`src/source/accel_core_pkg.sv`:
```
package accel_core_pkg;

    // ========================================
    // layer dimensions
    // ========================================
    localparam int N_IN      = 4;  // elements per input vector.
    localparam int N_NEURON  = 8;  // neurons per layer.
    localparam int FRAC_BITS = 4;  // fixed point shift after accumulation.
    localparam int N_SLOT    = 3;  // weight slots.

    // ========================================
    // element and record types
    // ========================================
    typedef logic signed [7:0] t_elem;
    typedef logic [$clog2(N_NEURON)-1:0] t_neuron_idx;

    typedef enum logic [1:0] {
        W1   = 2'd0,
        W2   = 2'd1,
        W3   = 2'd2,
        NONE = 2'd3
    } t_slot_sel;

    // one neuron's index and weights (35 bits).
    typedef struct packed {
        t_neuron_idx      idx;
        t_elem [N_IN-1:0] weights;
    } t_weight_rec;

    typedef struct packed {
        t_neuron_idx idx;   // neuron the value belongs to.
        t_elem       value;
    } t_result_rec;

endpackage

```
`src/source/accel_core_mac.sv`:
```
`timescale 1ns/10ps

module accel_core_mac
    import accel_core_pkg::*;
#(
    parameter int N_IN      = accel_core_pkg::N_IN,
    parameter int FRAC_BITS = accel_core_pkg::FRAC_BITS
) (
    input  logic             Clock,
    input  logic             rst_n,
    input  logic             start,
    input  t_elem [N_IN-1:0] x_vec,
    input  t_weight_rec      weights,
    input  logic             take,
    output logic             busy,
    output logic             done,
    output t_result_rec      result
);

    localparam int ACC_W = 16 + $clog2(N_IN) + 1;  // room for every product sum.
    localparam int CNT_W = (N_IN > 1) ? $clog2(N_IN) : 1;

    typedef enum logic [1:0] {IDLE, ACC, SAT, HOLD} t_state;

    t_state                   state;
    logic [CNT_W-1:0]         cnt;
    logic signed [ACC_W-1:0]  acc;
    logic signed [ACC_W-1:0]  shifted;
    logic signed [15:0]       prod;
    t_elem                    sat;

    assign busy = (state != IDLE);
    assign done = (state == HOLD);

    always_comb begin
        prod    = x_vec[cnt] * weights.weights[cnt];
        shifted = acc >>> FRAC_BITS;
        if (shifted > 127) sat = 8'sd127;
        else if (shifted < -128) sat = -8'sd128;
        else sat = shifted[7:0];
    end

    always_ff @(posedge Clock) begin
        if (!rst_n) begin
            state <= IDLE;
            cnt   <= '0;
        end else begin
            case (state)
                IDLE: if (start) begin
                    state <= ACC;
                    cnt   <= '0;
                end
                ACC: begin
                    cnt <= cnt + 1'b1;
                    if (cnt == CNT_W'(N_IN - 1)) state <= SAT;  // last element pair.
                end
                SAT:  state <= HOLD;
                HOLD: if (take) state <= IDLE;
                default: state <= IDLE;
            endcase
        end
    end

    always_ff @(posedge Clock) begin
        if (state == IDLE && start) acc <= '0;
        else if (state == ACC) acc <= acc + prod;
        if (state == SAT) begin
            result.idx   <= weights.idx;
            result.value <= sat;  // held until the collector takes it.
        end
    end

    a_start_idle: assert property (@(posedge Clock) disable iff (!rst_n)
        start |-> !busy)
        else $error("mac: start while busy.");

endmodule

```
`src/source/accel_core_mul_controller.sv`:
```
`timescale 1ns/10ps

module accel_core_mul_controller
    import accel_core_pkg::*;
(
    input  logic              Clock,
    input  logic              rst_n,
    input  logic [N_SLOT-1:0] slot_used,
    input  logic [N_SLOT-1:0] slot_assigned,
    input  logic              busy_m1,
    input  logic              busy_m2,
    output logic [N_SLOT-1:0] claim,
    output logic              start_m1,
    output logic              start_m2,
    output t_slot_sel         assign_m1,
    output t_slot_sel         assign_m2,
    output logic              units_idle
);

    logic              idle_m1;
    logic              idle_m2;
    logic [N_SLOT-1:0] pending;
    logic [N_SLOT-1:0] pending_m2;
    t_slot_sel         pick_m1;
    t_slot_sel         pick_m2;

    function automatic t_slot_sel lowest_slot(input logic [N_SLOT-1:0] mask);
        t_slot_sel sel;
        sel = NONE;
        for (int i = N_SLOT - 1; i >= 0; i--) begin
            if (mask[i]) sel = t_slot_sel'(i);
        end
        return sel;
    endfunction

    // a unit is idle from its slot release until the next assignment.
    assign idle_m1    = (assign_m1 == NONE) && !busy_m1;
    assign idle_m2    = (assign_m2 == NONE) && !busy_m2;
    assign units_idle = idle_m1 && idle_m2 && !(|slot_used);

    always_comb begin
        pending    = slot_used & ~slot_assigned;
        pick_m1    = idle_m1 ? lowest_slot(pending) : NONE;
        pending_m2 = pending;
        if (pick_m1 != NONE) pending_m2[pick_m1] = 1'b0;  // m1 has priority.
        pick_m2    = idle_m2 ? lowest_slot(pending_m2) : NONE;
        claim      = '0;
        if (pick_m1 != NONE) claim[pick_m1] = 1'b1;
        if (pick_m2 != NONE) claim[pick_m2] = 1'b1;
    end

    always_ff @(posedge Clock) begin
        if (!rst_n) begin
            start_m1  <= 1'b0;
            start_m2  <= 1'b0;
            assign_m1 <= NONE;
            assign_m2 <= NONE;
        end else begin
            start_m1 <= (pick_m1 != NONE);
            start_m2 <= (pick_m2 != NONE);
            if (pick_m1 != NONE) assign_m1 <= pick_m1;
            else if (assign_m1 != NONE && !slot_used[assign_m1]) assign_m1 <= NONE;
            if (pick_m2 != NONE) assign_m2 <= pick_m2;
            else if (assign_m2 != NONE && !slot_used[assign_m2]) assign_m2 <= NONE;
        end
    end

    a_no_shared_slot: assert property (@(posedge Clock) disable iff (!rst_n)
        (assign_m1 == NONE) || (assign_m1 != assign_m2))
        else $error("mul_controller: both units on one slot.");

endmodule

```
`src/source/accel_core_mul_top.sv`:
```
`timescale 1ns/10ps

module accel_core_mul_top
    import accel_core_pkg::*;
#(
    parameter int N_IN      = accel_core_pkg::N_IN,
    parameter int FRAC_BITS = accel_core_pkg::FRAC_BITS
) (
    input  logic                 Clock,
    input  logic                 rst_n,
    input  logic                 x_valid,
    output logic                 x_ready,
    input  t_elem [N_IN-1:0]     x_data,
    input  logic                 w_valid,
    output logic                 w_ready,
    input  t_weight_rec          w_data,
    output logic                 r_valid,
    input  logic                 r_ready,
    output t_result_rec          r_data,
    output t_elem [N_NEURON-1:0] out_vector
);

    logic              ws_valid, ws_ready;
    t_weight_rec       ws_data;
    logic [N_SLOT-1:0] slot_used, slot_assigned, claim;
    logic              start_m1, start_m2, units_idle;
    t_slot_sel         assign_m1, assign_m2;
    t_elem [N_IN-1:0]  x_vec;
    t_weight_rec       weight_m1, weight_m2;
    logic              busy_m1, busy_m2, done_m1, done_m2;
    t_result_rec       result_m1, result_m2;
    logic              take_m1, take_m2;
    logic              rs_valid, rs_ready;
    t_result_rec       rs_data;

    // ========================================
    // input side
    // ========================================
    accel_core_stream_reg #(.t_payload(t_weight_rec)) u_w_reg (
        .Clock(Clock), .rst_n(rst_n),
        .in_valid(w_valid), .in_ready(w_ready), .in_data(w_data),
        .out_valid(ws_valid), .out_ready(ws_ready), .out_data(ws_data)
    );

    accel_core_operand_store #(.N_IN(N_IN)) u_operand_store (
        .Clock(Clock), .rst_n(rst_n),
        .x_valid(x_valid), .x_ready(x_ready), .x_data(x_data),
        .w_valid(ws_valid), .w_ready(ws_ready), .w_data(ws_data),
        .units_idle(units_idle), .claim(claim),
        .release_m1(take_m1), .release_m2(take_m2),  // release is the take pulse.
        .assign_m1(assign_m1), .assign_m2(assign_m2),
        .slot_used(slot_used), .slot_assigned(slot_assigned),
        .x_vec(x_vec), .weight_m1(weight_m1), .weight_m2(weight_m2)
    );

    // ========================================
    // processing
    // ========================================
    accel_core_mul_controller u_mul_controller (
        .Clock(Clock), .rst_n(rst_n),
        .slot_used(slot_used), .slot_assigned(slot_assigned),
        .busy_m1(busy_m1), .busy_m2(busy_m2), .claim(claim),
        .start_m1(start_m1), .start_m2(start_m2),
        .assign_m1(assign_m1), .assign_m2(assign_m2), .units_idle(units_idle)
    );

    accel_core_mac #(.N_IN(N_IN), .FRAC_BITS(FRAC_BITS)) u_mac_m1 (
        .Clock(Clock), .rst_n(rst_n), .start(start_m1), .x_vec(x_vec),
        .weights(weight_m1), .take(take_m1),
        .busy(busy_m1), .done(done_m1), .result(result_m1)
    );

    accel_core_mac #(.N_IN(N_IN), .FRAC_BITS(FRAC_BITS)) u_mac_m2 (
        .Clock(Clock), .rst_n(rst_n), .start(start_m2), .x_vec(x_vec),
        .weights(weight_m2), .take(take_m2),
        .busy(busy_m2), .done(done_m2), .result(result_m2)
    );

    // ========================================
    // output side
    // ========================================
    accel_core_result_collector u_result_collector (
        .Clock(Clock), .rst_n(rst_n),
        .done_m1(done_m1), .result_m1(result_m1),
        .done_m2(done_m2), .result_m2(result_m2),
        .out_ready(rs_ready), .take_m1(take_m1), .take_m2(take_m2),
        .out_valid(rs_valid), .out_data(rs_data), .out_vector(out_vector)
    );

    accel_core_stream_reg #(.t_payload(t_result_rec)) u_r_reg (
        .Clock(Clock), .rst_n(rst_n),
        .in_valid(rs_valid), .in_ready(rs_ready), .in_data(rs_data),
        .out_valid(r_valid), .out_ready(r_ready), .out_data(r_data)
    );

endmodule

```
`src/source/accel_core_operand_store.sv`:
```
`timescale 1ns/10ps

module accel_core_operand_store
    import accel_core_pkg::*;
#(
    parameter int N_IN = accel_core_pkg::N_IN
) (
    input  logic              Clock,
    input  logic              rst_n,
    input  logic              x_valid,
    output logic              x_ready,
    input  t_elem [N_IN-1:0]  x_data,
    input  logic              w_valid,
    output logic              w_ready,
    input  t_weight_rec       w_data,
    input  logic              units_idle,
    input  logic [N_SLOT-1:0] claim,
    input  logic              release_m1,
    input  logic              release_m2,
    input  t_slot_sel         assign_m1,
    input  t_slot_sel         assign_m2,
    output logic [N_SLOT-1:0] slot_used,
    output logic [N_SLOT-1:0] slot_assigned,
    output t_elem [N_IN-1:0]  x_vec,
    output t_weight_rec       weight_m1,
    output t_weight_rec       weight_m2
);

    t_weight_rec       slot_q [N_SLOT];
    logic [N_SLOT-1:0] fill;
    logic [N_SLOT-1:0] rel_mask;
    logic              w_fire;

    assign x_ready = units_idle;  // vector only swaps with nothing in flight.
    assign w_ready = !(&slot_used);
    assign w_fire  = w_valid && w_ready;

    always_comb begin
        fill     = '0;
        rel_mask = '0;
        for (int i = 0; i < N_SLOT; i++) begin
            if (!slot_used[i] && fill == '0) fill[i] = 1'b1;  // lowest free slot.
        end
        if (release_m1 && assign_m1 != NONE) rel_mask[assign_m1] = 1'b1;
        if (release_m2 && assign_m2 != NONE) rel_mask[assign_m2] = 1'b1;
    end

    always_ff @(posedge Clock) begin
        if (!rst_n) begin
            slot_used     <= '0;
            slot_assigned <= '0;
        end else begin
            slot_used     <= (slot_used & ~rel_mask) | (fill & {N_SLOT{w_fire}});
            slot_assigned <= (slot_assigned | claim) & ~rel_mask;
        end
    end

    always_ff @(posedge Clock) begin
        if (x_valid && x_ready) x_vec <= x_data;
        for (int i = 0; i < N_SLOT; i++) begin
            if (w_fire && fill[i]) slot_q[i] <= w_data;
        end
    end

    // ========================================
    // weight multiplexer towards the units
    // ========================================
    always_comb begin
        weight_m1 = (assign_m1 != NONE) ? slot_q[assign_m1] : '0;
        weight_m2 = (assign_m2 != NONE) ? slot_q[assign_m2] : '0;
    end

    a_release_used: assert property (@(posedge Clock) disable iff (!rst_n)
        (release_m1 || release_m2) |-> (rel_mask & ~slot_used) == '0)
        else $error("operand_store: release of a slot not in use.");

endmodule

```
`src/source/accel_core_result_collector.sv`:
```
`timescale 1ns/10ps

module accel_core_result_collector
    import accel_core_pkg::*;
(
    input  logic                 Clock,
    input  logic                 rst_n,
    input  logic                 done_m1,
    input  t_result_rec          result_m1,
    input  logic                 done_m2,
    input  t_result_rec          result_m2,
    input  logic                 out_ready,
    output logic                 take_m1,
    output logic                 take_m2,
    output logic                 out_valid,
    output t_result_rec          out_data,
    output t_elem [N_NEURON-1:0] out_vector
);

    // m1 wins when both are done.
    assign out_valid = done_m1 || done_m2;
    assign out_data  = done_m1 ? result_m1 : result_m2;
    assign take_m1   = done_m1 && out_ready;
    assign take_m2   = done_m2 && !done_m1 && out_ready;

    always_ff @(posedge Clock) begin
        if (!rst_n) begin
            out_vector <= '0;
        end else if (take_m1 || take_m2) begin
            out_vector[out_data.idx] <= out_data.value;  // same edge as the release.
        end
    end

endmodule

```
`src/source/accel_core_stream_reg.sv`:
```
`timescale 1ns/10ps

module accel_core_stream_reg #(
    parameter type t_payload = logic
) (
    input  logic     Clock,
    input  logic     rst_n,
    input  logic     in_valid,
    output logic     in_ready,
    input  t_payload in_data,
    output logic     out_valid,
    input  logic     out_ready,
    output t_payload out_data
);

    logic in_fire;

    // free now, or emptied on this edge.
    assign in_ready = !out_valid || out_ready;
    assign in_fire  = in_valid && in_ready;

    always_ff @(posedge Clock) begin
        if (!rst_n) begin
            out_valid <= 1'b0;
        end else if (in_ready) begin
            out_valid <= in_valid;
        end
    end

    always_ff @(posedge Clock) begin
        if (in_fire) begin
            out_data <= in_data;  // captured on an accepted transfer.
        end
    end

    // a stalled datum must not change under the consumer.
    property p_hold_stable;
        @(posedge Clock) disable iff (!rst_n)
        (out_valid && !out_ready) |=> (out_valid && $stable(out_data));
    endproperty

    a_hold_stable: assert property (p_hold_stable)
        else $error("stream_reg: out_data changed while stalled.");

endmodule
```
`config.mk`:
```
export PLATFORM = sky130hd
export DESIGN_NAME = accel_core_mul_top
export DESIGN_NICKNAME = d
export VERILOG_FILES = /design/src/source/accel_core_pkg.sv /design/src/source/accel_core_mac.sv /design/src/source/accel_core_mul_controller.sv /design/src/source/accel_core_mul_top.sv /design/src/source/accel_core_operand_store.sv /design/src/source/accel_core_result_collector.sv /design/src/source/accel_core_stream_reg.sv
export SDC_FILE = /design/constraint.sdc
export NUM_CORES = 1
export LEC_CHECK = 0
export BUFFER_PORTS_ARGS = -buffer_cell sky130_fd_sc_hd__buf_4
export CORE_ASPECT_RATIO = 1.2
export CORE_MARGIN = 3
export CORE_UTILIZATION = 51
export CTS_CLUSTER_DIAMETER = 200
export DETAILED_ROUTE_END_ITERATION = 8
export GPL_TIMING_DRIVEN = 0
export PLACE_DENSITY = 0.65
export SLEW_MARGIN = 20
export SYNTH_ARGS = -nofsm -noshare
export SYNTH_HDL_FRONTEND = slang
export SYNTH_SLANG_ARGS = --single-unit
```
`constraint.sdc`:
```
create_clock -name Clock -period 6.63 [get_ports Clock]
set_input_delay 0.9945 -clock Clock [delete_from_list [all_inputs] [get_ports Clock]]
set_output_delay 0.9945 -clock Clock [all_outputs]
set_load 0.02 [all_outputs]
```
==> summary.md <==
| Metric | Value |
|---|---|
| Leakage | 0.0103 uW |
| Die area | roughly 43,000 um^2 |
| Pwr Density | roughly 330 nW/um^2 |
| GRT Overall Usage | 0.237 |
| Vias in the first global route | about 15k |
| Status | complete, no violations |
| Logic gate share of total power | 0.421 |
| Crit end category | register |
| Post-DP Area | around 23,000 um^2 |
| Internal power | a little under 5000 uW |
| Max_slew headroom | 0.239 |
| Cells after Synth | around 1.8k |
| Net count, final | 2,375 |
| Cell accounting for the most synthesized area | edfxtp_1 |
| Setup TNS | 0 ps |
| CTS clk-pin slew, worst paths | 60 ps |
| Grt met3 use | 0.0323 |
| Setup CP Type | register to register |
| Worst skew pair latency | 550 ps |
| Tmin final | approximately 6400 ps |
| Sequential Power Share | 0.336 |
| Initial antenna violation count | 1 |
| Commonest non-fill, non-tap cell in the layout | nor2_1 |
| HP Class | register to register |
| Clock network power share | 0.243 |
| Worst-Margin Slew | about 1100 ps |
| Initial Utilization | 0.518 |
| Syn Nets | 2,179 |
| P&R area growth vs syn | 15.4% |
| Core area | between 30,000 and 40,000 um^2 |
| Seq/Total Area, Yosys | 0.422 |
| Worst hold slack | ~470 ps |
| EDFF count, synth | 205 |
| Number of max-cap violations | 0 |
| WL per Instance | a little under 20 um |
| Final period util | 0.959 |
| Yosys reg bits | around 330 |
| Final Hold Viols | 0 |
| HPWL after detailed placement | around 39 mm |
| Ant. Diodes | 0 |
| # clock sinks | between 300 and 400 |
| Most used flip-flop cell after synthesis | edfxtp_1 |
| Post-Syn Area per Cell | around 11 um^2 |
| Htree depth | 2 |
| Num CTS Buffers | 36 |
| Die width | 190 um |
| WL final | 50.0 mm |
| IO Port Bufs | roughly 150 |
| RePlAce Congestion | between 0.9 and 1 |
| GRT met1 Usage | 0.306 |
| Critical Path Start Type | register |
| Max frequency | 157 MHz |
| Fin util | 0.598 |
| Finish-stage setup viols | 0 |
| Bufs on Longest Clock Path | 3 |
| Pin count of the biggest net entering global routing | 32 |
| Layout cells sized above 1 | 0.181 |
| Count of cell types in the netlist | 70 |
| Post-route ant nets | 0 |
| Grt peak-use layer | met2 |
| Chip height | around 230 um |
| DRT iter0 DRCs | 873 |
| Drc violations | 0 |
| Psw | 3050 uW |
| Final Max Slew Viols | 0 |
| Routed via count | around 14k |
| Clk root buf | clkbuf_16 |
| Most frequent cells in the layout | nor2_1 (226), inv_1 (217), edfxtp_1 (205) |
| Hold buffers post-CTS | 0 |
| Switch share | 0.383 |
| First-pass DRT Iterations | 7 |
| CP required | a little over 7000 ps |
| Met2 Use GR | 0.410 |
| Grt total ovfl | 0 |
| FP Rows | 80 |
| I/O pin total | 150 |
| Post-Synthesis Cell Area | ~21,000 um^2 |
| Top post-synthesis cells by area | edfxtp_1 (30%), fa_1 (16%), dfxtp_1 (12%) |
| Via-per-instance ratio | about 5.4 |
| Top cell type's share of synthesized area | 0.298 |
| Worst vdd ir | about 0.38 mV |
| Max FO, Critical Path | 10 |
| First-pass GRT wire length | around 79 mm |
| Crit path DAT | just under 7000 ps |
| Layout Skew | roughly 18 ps |
| Share of flip-flops with an asynchronous set or reset | 0 |
| Final instance area | 23,800 um^2 |
| Yosys warns | 0 |
| CTS tree | built |
## timing repair
item	4_1_cts	5_1_grt
gates resized for setup	3	25
buffers inserted	0	0
setup endpoints to repair	3	12
pin swaps	0	1
## registers in the layout, summed over array words and instances, names as in the netlist, 2 cells and up, named ones only
signal and flops:
u_mac_m1.acc 19, u_mac_m1.cnt 2, u_mac_m1.result 11, u_mac_m1.state 2, u_mac_m2.acc 19, u_mac_m2.cnt 2
u_mac_m2.result 11, u_mac_m2.state 2, u_mul_controller.assign_m1 2, u_mul_controller.assign_m2 2, u_operand_store.slot_assigned 3, u_operand_store.slot_q 105
u_operand_store.slot_used 3, u_operand_store.x_vec 32, u_r_reg.out_data 11, u_result_collector.out_vector 64, u_w_reg.out_data 35
## metal layers
layer  share of wire  vias up
met5               0        -
met4           0.037        0
met3           0.054      106
met2            0.50      441
met1            0.41     6903
li1                -     6640
## cell families after synthesis
kind of cell	after synthesis	synth area share
buf+inv	296	0.0590
mux	133	0.0889
compound gates	288	0.0885
flops	333	0.422
fa+ha+maj	266	0.223
xor+xnor	33	0.0140
simple gates	492	0.104
## worst paths after layout
| path | startpoint | end | slack [ps] | cells past startpoint |
|---|---|---|---|---|
| worst max-delay path | u_mac_m2.cnt[0] | u_mac_m2.acc[18] | 270 | 25 |
| worst min-delay path | u_w_reg.out_data[20] | u_operand_store.slot_q[0][20] | 470 | 0 |
| worst max register to register | u_mac_m2.cnt[0] | u_mac_m2.acc[18] | 270 | 25 |
| worst min register to register | u_w_reg.out_data[20] | u_operand_store.slot_q[0][20] | 470 | 0 |
## power groups by stage
stage | combinational (uW) | sequential [uW] | clock (uW)
floorplan | 2500 | 2630 | 0
global placement | 3240 | 2710 | 0
detailed placement | 3330 | 2710 | 0
CTS | 3370 | 2670 | 1960
global route | 3850 | 2700 | 2050
finish | 3340 | 2670 | 1930
## final cells by class
class / count / area, um^2
clock inverters: 25 / 229
flip-flops and latches: 333 / 8720
plain buffers: 72 / 403
clock buffers: 40 / 916
fillers: 3341 / 16000
multi-input cells: 1212 / 10800
inverters: 224 / 841
repair buffers: 158 / 1250
well taps: 533 / 667
## stage by stage
| step | total power (uW) | setup WS [ps] | instances |
|---|---|---|---|
| global route | 8590 | -18.9 | 2597 |
| finish | 7950 | 269 | 2597 |
| CTS | 8000 | 0.128 | 2597 |
| global placement | 5950 | -125 | 2523 |
| floorplan | 5130 | 922 | 1841 |
| detailed placement | 6040 | -123 | 2532 |
## critical path: stages, from the launching register on
cell and delay [ps]:
dfxtp_1 340, buf_2 240, buf_4 270, buf_6 210, mux4_2 330, o211ai_2 230
o21ai_2 180, nand2_2 180, nor2_1 80, fa_1 570, inv_1 60, fa_1 510
inv_1 50, fa_1 470, inv_1 50, fa_1 480, inv_1 50, ha_1 270
ha_1 370, a21o_1 200, a21o_1 200, a31oi_1 220, nand3_1 110, and3_1 180
o21ai_1 230, mux2i_1 200
## cells in the mapped netlist (all sizes together) (2+ instances only)
cell      n
inv     224
o41ai     2
o211ai   15
mux2     11
xor2     12
fa      170
a21boi    2
a21oi   103
ha       96
o21a     32
a211oi   12
nor2b    10
o221ai    2
and3     17
nor4      4
o31a      3
xnor2    21
o22ai     6
o21ai    86
a32oi     2
or2       2
nand2b   12
a21o      5
and2     26
mux4     38
nand4     3
clkbuf   30
a31oi     7
buf      42
o31ai     4
nand3    26
o21bai    2
nor2    230
dfxtp   128
edfxtp  205
nand2   143
mux2i    84
nor3     12
Note: power is estimated with default switching activity, not from simulation.
